`src/source/exu_params.svh`:
```
// widths and constants shared by the execute unit
`ifndef EXU_PARAMS_SVH
`define EXU_PARAMS_SVH

// data word width
`define EXU_XLEN 32

// register index width
`define EXU_REG_ADDR_W 5

// id of an instruction as it leaves issue
`define EXU_INST_ID_W 2

// id that goes back with a writeback
`define EXU_COMMIT_ID_W 4

// divider iterations, one quotient bit each
`define EXU_DIV_CYCLES 32

`endif

```
`src/source/exu_pkg.sv`:
```
// data typedefs, operation enum and divider state enum
`include "exu_params.svh"

package exu_pkg;

    typedef logic [`EXU_XLEN-1:0]        xlen_t;
    typedef logic [`EXU_REG_ADDR_W-1:0]  reg_addr_t;
    typedef logic [`EXU_COMMIT_ID_W-1:0] commit_id_t;
    typedef logic [`EXU_INST_ID_W-1:0]   inst_id_t;

    // compact operation code from decode
    typedef enum logic [4:0] {
        OP_NONE,
        // alu
        ADD, SUB, SLL, SLT, SLTU, XOR, SRL, SRA, OR, AND,
        // branches and jumps
        BEQ, BNE, BLT, BGE, BLTU, BGEU, JAL, JALR,
        // multiply and divide
        MUL, MULH, MULHSU, MULHU, DIV, DIVU, REM, REMU
    } exu_op_e;

    typedef enum logic [1:0] {
        IDLE,
        CALC,
        DONE
    } div_state_e;

endpackage

```
`src/source/exu_dispatch.sv`:
```
// unit routing, second operand select and issue stall
`timescale 1ns/1ps

module exu_dispatch (
    input  logic             valid_i,
    input  exu_pkg::exu_op_e op_i,
    input  logic             use_imm_i,
    input  exu_pkg::xlen_t   imm_i,
    input  exu_pkg::xlen_t   rs2_data_i,
    input  logic             int_assert_i,
    input  logic             alu_busy_i,
    input  logic             muldiv_busy_i,
    output logic             alu_req_o,
    output logic             bru_req_o,
    output logic             muldiv_req_o,
    output exu_pkg::xlen_t   op2_o,
    output logic             stall_o
);
    import exu_pkg::*;

    logic is_alu;
    logic is_bru;
    logic is_link;
    logic is_muldiv;
    logic accept;

    assign is_alu    = op_i inside {[ADD:AND]};
    assign is_bru    = op_i inside {[BEQ:JALR]};
    assign is_muldiv = op_i inside {[MUL:REMU]};
    // jumps also need the alu slot for the link value
    assign is_link   = (op_i == JAL) || (op_i == JALR);

    // only the targeted unit can hold issue back
    assign stall_o = valid_i &
                     (((is_alu | is_link) & alu_busy_i) | (is_muldiv & muldiv_busy_i));

    // a pending interrupt takes the slot, nothing issues
    assign accept = valid_i & ~stall_o & ~int_assert_i;

    assign alu_req_o    = accept & is_alu;
    assign bru_req_o    = accept & is_bru;
    assign muldiv_req_o = accept & is_muldiv;

    assign op2_o = use_imm_i ? imm_i : rs2_data_i;

    // an accepted instruction goes to exactly one unit
    always_comb begin
        assert (!accept || $onehot({alu_req_o, bru_req_o, muldiv_req_o}))
        else $error("accepted instruction did not reach exactly one unit");
    end

endmodule

```
`src/source/exu_alu.sv`:
```
// integer ALU with a one-entry writeback slot
`timescale 1ns/1ps

module exu_alu (
    input  logic                clk,
    input  logic                rst_n_i,
    input  logic                req_i,
    input  exu_pkg::exu_op_e    op_i,
    input  exu_pkg::xlen_t      op1_i,
    input  exu_pkg::xlen_t      op2_i,
    input  logic                link_i,
    input  exu_pkg::xlen_t      pc_i,
    input  exu_pkg::reg_addr_t  rd_i,
    input  exu_pkg::inst_id_t   inst_id_i,
    input  logic                wb_ready_i,
    output logic                busy_o,
    output logic                we_o,
    output exu_pkg::reg_addr_t  waddr_o,
    output exu_pkg::xlen_t      wdata_o,
    output exu_pkg::commit_id_t commit_id_o
);
    import exu_pkg::*;

    xlen_t      result;
    logic [4:0] shamt;
    logic       load;
    logic       we_q;
    xlen_t      wdata_q;
    reg_addr_t  waddr_q;
    commit_id_t cid_q;

    assign shamt = op2_i[4:0];
    // jumps write the return address through this port
    assign load  = req_i | link_i;

    always_comb begin
        if (link_i) begin
            result = pc_i + xlen_t'(4);
        end else begin
            case (op_i)
                SUB:     result = op1_i - op2_i;
                SLL:     result = op1_i << shamt;
                SLT:     result = xlen_t'($signed(op1_i) < $signed(op2_i));
                SLTU:    result = xlen_t'(op1_i < op2_i);
                XOR:     result = op1_i ^ op2_i;
                SRL:     result = op1_i >> shamt;
                SRA:     result = $signed(op1_i) >>> shamt;
                OR:      result = op1_i | op2_i;
                AND:     result = op1_i & op2_i;
                default: result = op1_i + op2_i;
            endcase
        end
    end

    // slot stays full until the writeback side takes it
    always_ff @(posedge clk) begin
        if (!rst_n_i) begin
            we_q <= 1'b0;
        end else if (load) begin
            we_q <= 1'b1;
        end else if (wb_ready_i) begin
            we_q <= 1'b0;
        end
    end

    always_ff @(posedge clk) begin
        if (load) begin
            wdata_q <= result;
            waddr_q <= rd_i;
            cid_q   <= commit_id_t'(inst_id_i);
        end
    end

    assign busy_o      = we_q & ~wb_ready_i;
    assign we_o        = we_q;
    assign waddr_o     = waddr_q;
    assign wdata_o     = wdata_q;
    assign commit_id_o = cid_q;

    // dispatch must not overwrite a result that is still waiting
    assert property (@(posedge clk) disable iff (!rst_n_i)
        we_o && !wb_ready_i |=> $stable(wdata_o));

endmodule

```
`src/source/exu_bru.sv`:
```
// branch compare, jump target, link request and interrupt redirect
`timescale 1ns/1ps
`include "exu_params.svh"

module exu_bru (
    input  logic             req_i,
    input  exu_pkg::exu_op_e op_i,
    input  exu_pkg::xlen_t   rs1_i,
    input  exu_pkg::xlen_t   rs2_i,
    input  exu_pkg::xlen_t   pc_i,
    input  exu_pkg::xlen_t   imm_i,
    input  logic             int_assert_i,
    input  exu_pkg::xlen_t   int_addr_i,
    output logic             jump_flag_o,
    output exu_pkg::xlen_t   jump_addr_o,
    output logic             link_o
);
    import exu_pkg::*;

    logic  taken;
    logic  is_jump;
    xlen_t jalr_sum;
    xlen_t target;

    always_comb begin
        case (op_i)
            BEQ:       taken = rs1_i == rs2_i;
            BNE:       taken = rs1_i != rs2_i;
            BLT:       taken = $signed(rs1_i) < $signed(rs2_i);
            BGE:       taken = $signed(rs1_i) >= $signed(rs2_i);
            BLTU:      taken = rs1_i < rs2_i;
            BGEU:      taken = rs1_i >= rs2_i;
            JAL, JALR: taken = 1'b1;
            default:   taken = 1'b0;
        endcase
    end

    assign is_jump  = (op_i == JAL) || (op_i == JALR);
    // jalr target has bit 0 forced low
    assign jalr_sum = rs1_i + imm_i;
    assign target   = (op_i == JALR) ? {jalr_sum[`EXU_XLEN-1:1], 1'b0} : pc_i + imm_i;

    assign link_o = req_i & is_jump;

    // interrupt wins over any branch in flight
    assign jump_flag_o = int_assert_i | (req_i & taken);
    assign jump_addr_o = int_assert_i ? int_addr_i : target;

endmodule

```
`src/source/exu_div.sv`:
```
// iterative restoring divider, signed and unsigned, quotient or remainder
`timescale 1ns/1ps
`include "exu_params.svh"

module exu_div (
    input  logic           clk,
    input  logic           rst_n_i,
    input  logic           start_i,
    input  logic           signed_i,
    input  logic           rem_i,
    input  exu_pkg::xlen_t dividend_i,
    input  exu_pkg::xlen_t divisor_i,
    output logic           busy_o,
    output logic           valid_o,
    output exu_pkg::xlen_t result_o
);
    import exu_pkg::*;

    localparam int unsigned CNT_W = $clog2(`EXU_DIV_CYCLES);

    div_state_e         state_q;
    logic [CNT_W-1:0]   cnt_q;
    xlen_t              quo_q;
    xlen_t              rem_q;
    xlen_t              dvsr_q;
    logic               neg_quo_q;
    logic               neg_rem_q;
    logic               rem_sel_q;
    logic               a_neg;
    logic               b_neg;
    xlen_t              a_mag;
    xlen_t              b_mag;
    logic [`EXU_XLEN:0] shifted;
    logic [`EXU_XLEN:0] diff;

    // work on magnitudes, signs restored at the end
    assign a_neg = signed_i & dividend_i[`EXU_XLEN-1];
    assign b_neg = signed_i & divisor_i[`EXU_XLEN-1];
    assign a_mag = a_neg ? -dividend_i : dividend_i;
    assign b_mag = b_neg ? -divisor_i : divisor_i;

    // next dividend bit shifted into the partial remainder
    assign shifted = {rem_q, quo_q[`EXU_XLEN-1]};
    assign diff    = shifted - {1'b0, dvsr_q};

    always_ff @(posedge clk) begin
        if (!rst_n_i) begin
            state_q <= IDLE;
            cnt_q   <= '0;
        end else begin
            case (state_q)
                IDLE: begin
                    if (start_i) begin
                        state_q <= CALC;
                        cnt_q   <= '0;
                    end
                end
                CALC: begin
                    cnt_q <= cnt_q + 1'b1;
                    if (cnt_q == CNT_W'(`EXU_DIV_CYCLES - 1)) begin
                        state_q <= DONE;
                    end
                end
                default: state_q <= IDLE;
            endcase
        end
    end

    // quo_q starts as the dividend and fills with quotient bits from the right
    always_ff @(posedge clk) begin
        if (start_i && state_q == IDLE) begin
            quo_q     <= a_mag;
            rem_q     <= '0;
            dvsr_q    <= b_mag;
            // divide by zero keeps the all-ones quotient
            neg_quo_q <= (a_neg ^ b_neg) && (divisor_i != '0);
            neg_rem_q <= a_neg;
            rem_sel_q <= rem_i;
        end else if (state_q == CALC) begin
            if (!diff[`EXU_XLEN]) begin
                rem_q <= diff[`EXU_XLEN-1:0];
                quo_q <= {quo_q[`EXU_XLEN-2:0], 1'b1};
            end else begin
                rem_q <= shifted[`EXU_XLEN-1:0];
                quo_q <= {quo_q[`EXU_XLEN-2:0], 1'b0};
            end
        end
    end

    assign busy_o  = state_q != IDLE;
    assign valid_o = state_q == DONE;

    always_comb begin
        if (rem_sel_q) begin
            result_o = neg_rem_q ? -rem_q : rem_q;
        end else begin
            result_o = neg_quo_q ? -quo_q : quo_q;
        end
    end

    // the controller never restarts a divide in flight
    assert property (@(posedge clk) disable iff (!rst_n_i) start_i |-> !busy_o);

endmodule

```
`src/source/exu_muldiv.sv`:
```
// multiply/divide controller, registered multiplier and writeback slot
`timescale 1ns/1ps
`include "exu_params.svh"

module exu_muldiv (
    input  logic                clk,
    input  logic                rst_n_i,
    input  logic                req_i,
    input  exu_pkg::exu_op_e    op_i,
    input  exu_pkg::xlen_t      rs1_i,
    input  exu_pkg::xlen_t      rs2_i,
    input  exu_pkg::reg_addr_t  rd_i,
    input  exu_pkg::inst_id_t   inst_id_i,
    input  logic                wb_ready_i,
    output logic                busy_o,
    output logic                we_o,
    output exu_pkg::reg_addr_t  waddr_o,
    output exu_pkg::xlen_t      wdata_o,
    output exu_pkg::commit_id_t commit_id_o
);
    import exu_pkg::*;

    logic                     is_mul;
    logic                     is_div;
    logic                     sign_a;
    logic                     sign_b;
    logic [`EXU_XLEN:0]       mul_a;
    logic [`EXU_XLEN:0]       mul_b;
    logic [2*`EXU_XLEN+1:0]   product;
    logic [2*`EXU_XLEN-1:0]   prod_q;
    logic                     hi_sel_q;
    logic                     mul_pend_q;
    logic                     div_start;
    logic                     div_busy;
    logic                     div_valid;
    xlen_t                    div_result;
    logic                     we_q;
    xlen_t                    wdata_q;
    reg_addr_t                rd_q;
    commit_id_t               cid_q;

    assign is_mul = op_i inside {MUL, MULH, MULHSU, MULHU};
    assign is_div = op_i inside {DIV, DIVU, REM, REMU};

    // one extra bit per operand covers all three signedness mixes
    assign sign_a  = (op_i == MULH) || (op_i == MULHSU);
    assign sign_b  = op_i == MULH;
    assign mul_a   = {sign_a & rs1_i[`EXU_XLEN-1], rs1_i};
    assign mul_b   = {sign_b & rs2_i[`EXU_XLEN-1], rs2_i};
    assign product = $signed(mul_a) * $signed(mul_b);

    assign div_start = req_i & is_div;

    exu_div u_div (
        .clk        (clk),
        .rst_n_i    (rst_n_i),
        .start_i    (div_start),
        .signed_i   ((op_i == DIV) || (op_i == REM)),
        .rem_i      ((op_i == REM) || (op_i == REMU)),
        .dividend_i (rs1_i),
        .divisor_i  (rs2_i),
        .busy_o     (div_busy),
        .valid_o    (div_valid),
        .result_o   (div_result)
    );

    // destination and id are held from issue until the result leaves
    always_ff @(posedge clk) begin
        if (req_i) begin
            rd_q     <= rd_i;
            cid_q    <= commit_id_t'(inst_id_i);
            prod_q   <= product[2*`EXU_XLEN-1:0];
            hi_sel_q <= op_i != MUL;
        end
    end

    always_ff @(posedge clk) begin
        if (!rst_n_i) begin
            mul_pend_q <= 1'b0;
            we_q       <= 1'b0;
        end else begin
            mul_pend_q <= req_i & is_mul;
            if (mul_pend_q || div_valid) begin
                we_q <= 1'b1;
            end else if (wb_ready_i) begin
                we_q <= 1'b0;
            end
        end
    end

    always_ff @(posedge clk) begin
        if (mul_pend_q) begin
            wdata_q <= hi_sel_q ? prod_q[2*`EXU_XLEN-1:`EXU_XLEN] : prod_q[`EXU_XLEN-1:0];
        end else if (div_valid) begin
            wdata_q <= div_result;
        end
    end

    // busy through the whole computation and while the slot waits
    assign busy_o      = mul_pend_q | div_busy | (we_q & ~wb_ready_i);
    assign we_o        = we_q;
    assign waddr_o     = rd_q;
    assign wdata_o     = wdata_q;
    assign commit_id_o = cid_q;

endmodule

```
`src/source/exu.sv`:
```
// execute unit top, dispatch plus alu, branch and multiply/divide units
`timescale 1ns/1ps

module exu (
    input  logic                clk,
    input  logic                rst_n_i,
    input  logic                valid_i,
    input  exu_pkg::exu_op_e    op_i,
    input  logic                use_imm_i,
    input  exu_pkg::xlen_t      pc_i,
    input  exu_pkg::xlen_t      imm_i,
    input  exu_pkg::xlen_t      rs1_data_i,
    input  exu_pkg::xlen_t      rs2_data_i,
    input  exu_pkg::reg_addr_t  rd_i,
    input  exu_pkg::inst_id_t   inst_id_i,
    input  logic                alu_wb_ready_i,
    input  logic                muldiv_wb_ready_i,
    input  logic                int_assert_i,
    input  exu_pkg::xlen_t      int_addr_i,
    output logic                stall_o,
    output logic                alu_we_o,
    output exu_pkg::reg_addr_t  alu_waddr_o,
    output exu_pkg::xlen_t      alu_wdata_o,
    output exu_pkg::commit_id_t alu_commit_id_o,
    output logic                muldiv_we_o,
    output exu_pkg::reg_addr_t  muldiv_waddr_o,
    output exu_pkg::xlen_t      muldiv_wdata_o,
    output exu_pkg::commit_id_t muldiv_commit_id_o,
    output logic                jump_flag_o,
    output exu_pkg::xlen_t      jump_addr_o
);
    import exu_pkg::*;

    logic  alu_req;
    logic  bru_req;
    logic  muldiv_req;
    logic  alu_busy;
    logic  muldiv_busy;
    logic  link;
    xlen_t op2;

    exu_dispatch u_dispatch (
        .valid_i       (valid_i),
        .op_i          (op_i),
        .use_imm_i     (use_imm_i),
        .imm_i         (imm_i),
        .rs2_data_i    (rs2_data_i),
        .int_assert_i  (int_assert_i),
        .alu_busy_i    (alu_busy),
        .muldiv_busy_i (muldiv_busy),
        .alu_req_o     (alu_req),
        .bru_req_o     (bru_req),
        .muldiv_req_o  (muldiv_req),
        .op2_o         (op2),
        .stall_o       (stall_o)
    );

    exu_alu u_alu (
        .clk         (clk),
        .rst_n_i     (rst_n_i),
        .req_i       (alu_req),
        .op_i        (op_i),
        .op1_i       (rs1_data_i),
        .op2_i       (op2),
        .link_i      (link),
        .pc_i        (pc_i),
        .rd_i        (rd_i),
        .inst_id_i   (inst_id_i),
        .wb_ready_i  (alu_wb_ready_i),
        .busy_o      (alu_busy),
        .we_o        (alu_we_o),
        .waddr_o     (alu_waddr_o),
        .wdata_o     (alu_wdata_o),
        .commit_id_o (alu_commit_id_o)
    );

    // branches compare the raw register values
    exu_bru u_bru (
        .req_i        (bru_req),
        .op_i         (op_i),
        .rs1_i        (rs1_data_i),
        .rs2_i        (rs2_data_i),
        .pc_i         (pc_i),
        .imm_i        (imm_i),
        .int_assert_i (int_assert_i),
        .int_addr_i   (int_addr_i),
        .jump_flag_o  (jump_flag_o),
        .jump_addr_o  (jump_addr_o),
        .link_o       (link)
    );

    exu_muldiv u_muldiv (
        .clk         (clk),
        .rst_n_i     (rst_n_i),
        .req_i       (muldiv_req),
        .op_i        (op_i),
        .rs1_i       (rs1_data_i),
        .rs2_i       (rs2_data_i),
        .rd_i        (rd_i),
        .inst_id_i   (inst_id_i),
        .wb_ready_i  (muldiv_wb_ready_i),
        .busy_o      (muldiv_busy),
        .we_o        (muldiv_we_o),
        .waddr_o     (muldiv_waddr_o),
        .wdata_o     (muldiv_wdata_o),
        .commit_id_o (muldiv_commit_id_o)
    );

endmodule

```
`config.mk`:
```
export PLATFORM = sky130hd
export DESIGN_NAME = exu
export DESIGN_NICKNAME = d
export VERILOG_FILES = /design/src/source/exu_pkg.sv /design/src/source/exu_dispatch.sv /design/src/source/exu_alu.sv /design/src/source/exu_bru.sv /design/src/source/exu_div.sv /design/src/source/exu_muldiv.sv /design/src/source/exu.sv
export VERILOG_INCLUDE_DIRS = /design/src /design/src/source
export SDC_FILE = /design/constraint.sdc
export NUM_CORES = 2
export LEC_CHECK = 0
export ABC_AREA = 1
export BUFFER_PORTS_ARGS = -buffer_cell sky130_fd_sc_hd__buf_2
export CAP_MARGIN = 5
export CORE_ASPECT_RATIO = 1.4
export CORE_MARGIN = 2
export CORE_UTILIZATION = 45
export DETAILED_ROUTE_END_ITERATION = 8
export GPL_TIMING_DRIVEN = 1
export PLACE_DENSITY = 0.71
export SYNTH_ARGS = -nofsm -noshare
export SYNTH_HDL_FRONTEND = slang
export SYNTH_SLANG_ARGS = --single-unit
```
`constraint.sdc`:
```
create_clock -name clk -period 10.75 [get_ports clk]
set_input_delay 1.075 -clock clk [delete_from_list [all_inputs] [get_ports clk]]
set_output_delay 1.075 -clock clk [all_outputs]
set_load 0.01 [all_outputs]
```
==> results.json <==
{
  "cts_buffers": 31,
  "synth.most_common_cell": "nand2_1",
  "layout_min_cycle_time_ns": 9.66,
  "grt_use_met1_pct": 46.1,
  "r2r-end": "u_muldiv.u_div.rem_q[1]$_SDFFE_PP0P_",
  "r2r_cells": 15,
  "dp_hpwl_um": 290000,
  "status": "finished, violations left",
  "synth_warnings": 0,
  "cts_resized": 0,
  "reg2reg_from": "u_muldiv.u_div.quo_q[31]$_DFFE_PP_",
  "vias_per_cell": 5.81,
  "finish.instance_area_mm2": 0.0764,
  "syn2layout_area_growth_pct": 6.94,
  "drtPass1Iterations": 8,
  "post-route-period-util_pct": 89.9,
  "via_count": 71700,
  "ys_types": 58,
  "root_buffer": "clkbuf_16",
  "crit_type": "primary input to register",
  "first_iter_violations": 7701,
  "synth_area_leaders": "fa_1 32%, nand2_1 14%, inv_1 12%, edfxtp_1 8.8%, ha_1 8.8%",
  "place_ws_ns": 0.779,
  "synth-simple-area-share_pct": 25.0,
  "core_area_mm2": 0.158,
  "nets": 12000,
  "synth_common_cells": "2,578 x nand2_1, 2,244 x inv_1, 1,130 x fa_1",
  "maxCapViolations": 0,
  "hold_violations": 0,
  "timing.hold.worst.class": "register to register",
  "cp.arrival_ns": 10.06,
  "critical_path_buf_inv_count": 10,
  "n_fill_cell": 16300,
  "cts_sinks": 252,
  "cts_tree": "built",
  "h-tree-depth": 1,
  "violations": "max-slew violations",
  "detail_route.wl_per_cell_um": 28.6,
  "grt_util_met3_pct": 9.22,
  "dieArea_mm2": 0.162,
  "grt-ovfl-total": 0,
  "path_delay_family": "adder cells",
  "top_usage_layer": "met2",
  "ys_seq_area_share_pct": 10.0,
  "fin_hold_ws_ns": 0.473,
  "synth-main-ff-cell": "edfxtp_1",
  "synth_cells": 10100,
  "synth_top_area_share_pct": 31.6,
  "grt.total_usage_pct": 43.2,
  "layout-drive-gt1-share_pct": 5.82,
  "hold_depth": 2,
  "min_to": "u_muldiv.u_div.cnt_q[4]$_SDFFE_PN0P_",
  "place_area_mm2": 0.0754,
  "fmax_mhz": 104,
  "clk_path_buf_depth": 3,
  "synth_xor_area_share_pct": 2.34,
  "crit_slowest_cell": "fa_1",
  "synth-edff-count": 210,
  "path_clk_slew_ns": 0.07,
  "synth.mux.area_fraction_pct": 0,
  "die_y_um": 476,
  "place.port_buffers": 292,
  "worstSetupPathDepth": 29,
  "skew_ns": 0.0325,
  "crit_required_ns": 11.15,
  "finalSetupViolCount": 0,
  "ctsHoldBuffers": 0,
  "synthArstFlopShare_pct": 0,
  "tns_ns": 0,
  "antenna_found_initial": 34,
  "drt_wl_total_um": 352000,
  "critPathMaxStageDelay_ns": 0.72,
  "syn_avg_cell_area_um2": 7.08,
  "slew_violations": 2,
  "rows": 173,
  "worstHoldStart": "u_muldiv.u_div.cnt_q[4]$_SDFFE_PN0P_",
  "yosys.area.top_type": "fa_1",
  "start_util_pct": 45.2,
  "reg2reg_slack_ns": 6.87,
  "synth_adder_area_share_pct": 40.5,
  "synth-seq-cells": 252,
  "drc": 0,
  "grt_first_pass_wirelength_um": 501000,
  "grt_max_degree": 82,
  "clk_latency_ns": 0.68,
  "synth-compound-area-share_pct": 8.02,
  "cp_max_fo": 26,
  "first_global_vias": 73800,
  "synth_top_family_by_area": "adder cells",
  "syn_area_mm2": 0.0715,
  "grt.met2_usage_pct": 72.2,
  "post_cts_buffers": 0,
  "rsz0062_at_grt": "no",
  "die_w_um": 341,
  "final_antenna_net_count": 0,
  "setup_ws_ns": 1.09,
  "pin_count": 297,
  "tightest_slew_ns": 1.56,
  "place_congestion": 1.13,
  "start_kind": "primary input",
  "cp_common_cell": "fa_1",
  "end_kind": "register",
  "slew_headroom_pct": -3.92
}
registers in the layout, summed over array words and instances, names as in the netlist:
signal	flops
u_muldiv.u_div.dvsr_q	32
u_muldiv.u_div.rem_sel_q	1
u_alu.waddr_o	5
u_muldiv.u_div.rem_q	32
u_muldiv.we_o	1
u_muldiv.waddr_o	5
u_alu.wdata_o	32
u_alu.commit_id_o	2
u_muldiv.commit_id_o	2
u_alu.we_o	1
u_muldiv.u_div.quo_q	32
u_muldiv.hi_sel_q	1
u_muldiv.wdata_o	32
u_muldiv.mul_pend_q	1
u_muldiv.prod_q	64
u_muldiv.u_div.state_q	2
u_muldiv.u_div.neg_quo_q	1
u_muldiv.u_div.cnt_q	5
u_muldiv.u_div.neg_rem_q	1
stage by stage:
step,utilization [%],cells
after global placement,47.6,12300
after floorplan,-,10100
after CTS,48.3,12300
after detailed placement,47.6,12300
after global routing,48.3,12300
final,48.3,12300
worst max path at each step:
stage                 start                            end  slack, ns
floorplan           op_i[4]  u_muldiv.prod_q[63]$_DFFE_PP_       2.01
global placement    op_i[4]  u_muldiv.prod_q[42]$_DFFE_PP_       0.78
detailed placement  op_i[4]  u_muldiv.prod_q[42]$_DFFE_PP_       0.78
CTS                 op_i[4]  u_muldiv.prod_q[42]$_DFFE_PP_       1.43
global route        op_i[4]  u_muldiv.prod_q[42]$_DFFE_PP_       0.88
finish              op_i[4]  u_muldiv.prod_q[42]$_DFFE_PP_       1.09
worst register-to-register path, delay by kind of cell, from the launching register on:
| family | cells | cell delay, ns |
|---|---|---|
| flops | 1 | 0.37 |
| simple gates | 11 | 2.18 |
| buf+inv | 1 | 0.13 |
| fa+ha+maj | 2 | 0.66 |
| compound gates | 1 | 0.43 |
cells in the final DEF, fill, tap and decap left out, types with 5 or more instances in the layout:
| master | count |
|---|---|
| nor2_4 | 5 |
| a21boi_0 | 17 |
| nor4_1 | 26 |
| o211ai_1 | 28 |
| nor3_1 | 104 |
| nand2_2 | 6 |
| or2_2 | 40 |
| buf_2 | 291 |
| nor2_2 | 6 |
| o21ai_1 | 14 |
| xor2_1 | 142 |
| nand4_1 | 82 |
| inv_2 | 7 |
| edfxtp_1 | 210 |
| fa_1 | 1130 |
| a21o_1 | 22 |
| clkinv_1 | 10 |
| o22ai_1 | 18 |
| buf_4 | 170 |
| xnor2_1 | 49 |
| inv_1 | 2243 |
| o21a_1 | 16 |
| diode_2 | 13 |
| ha_1 | 503 |
| and3_1 | 5 |
| o21bai_1 | 41 |
| o31ai_1 | 9 |
| a21oi_1 | 383 |
| a31oi_1 | 46 |
| o21ai_0 | 418 |
| o21ai_4 | 7 |
| nand2_1 | 2577 |
| nand3_1 | 743 |
| dfxtp_1 | 42 |
| nand3b_1 | 30 |
| clkbuf_16 | 32 |
| nor2_1 | 680 |
| a221oi_1 | 7 |
routing by layer:
metal / part of all wire, % / vias up
li1: - / 30900
met1: 33 / 35000
met2: 47 / 4224
met3: 9.0 / 1494
met4: 11 / 22
met5: 0.037 / -
kinds of logic (layout without fill, tap and decap cells):
| logic type | Yosys count | in the layout |
|---|---|---|
| AND/OR/NAND/NOR | 4317 | 4317 |
| other | 1 | 17 |
| AO/OA/AOI/OAI | 1043 | 1043 |
| adder cells (fa/ha/maj) | 1633 | 1633 |
| XOR/XNOR | 191 | 191 |
| buffers and inverters | 2666 | 2780 |
| flip-flops | 252 | 252 |
area by class of cell:
cell class | count | area, um2 | area share (%)
Inverter | 2258 | 8480 | 11.1
Tap cell | 2100 | 2630 | 3.44
Multi-Input combinational cell | 7188 | 54300 | 71.1
Sequential cell | 252 | 7150 | 9.35
Clock inverter | 22 | 235 | 0.308
Antenna cell | 13 | 32.5 | 0.0426
Timing Repair Buffer | 464 | 2790 | 3.65
Clock buffer | 36 | 816 | 1.07
Power is left out: the tool's default activity adds up to more than one toggle a clock period on the data nets, which glitch-free logic cannot reach.
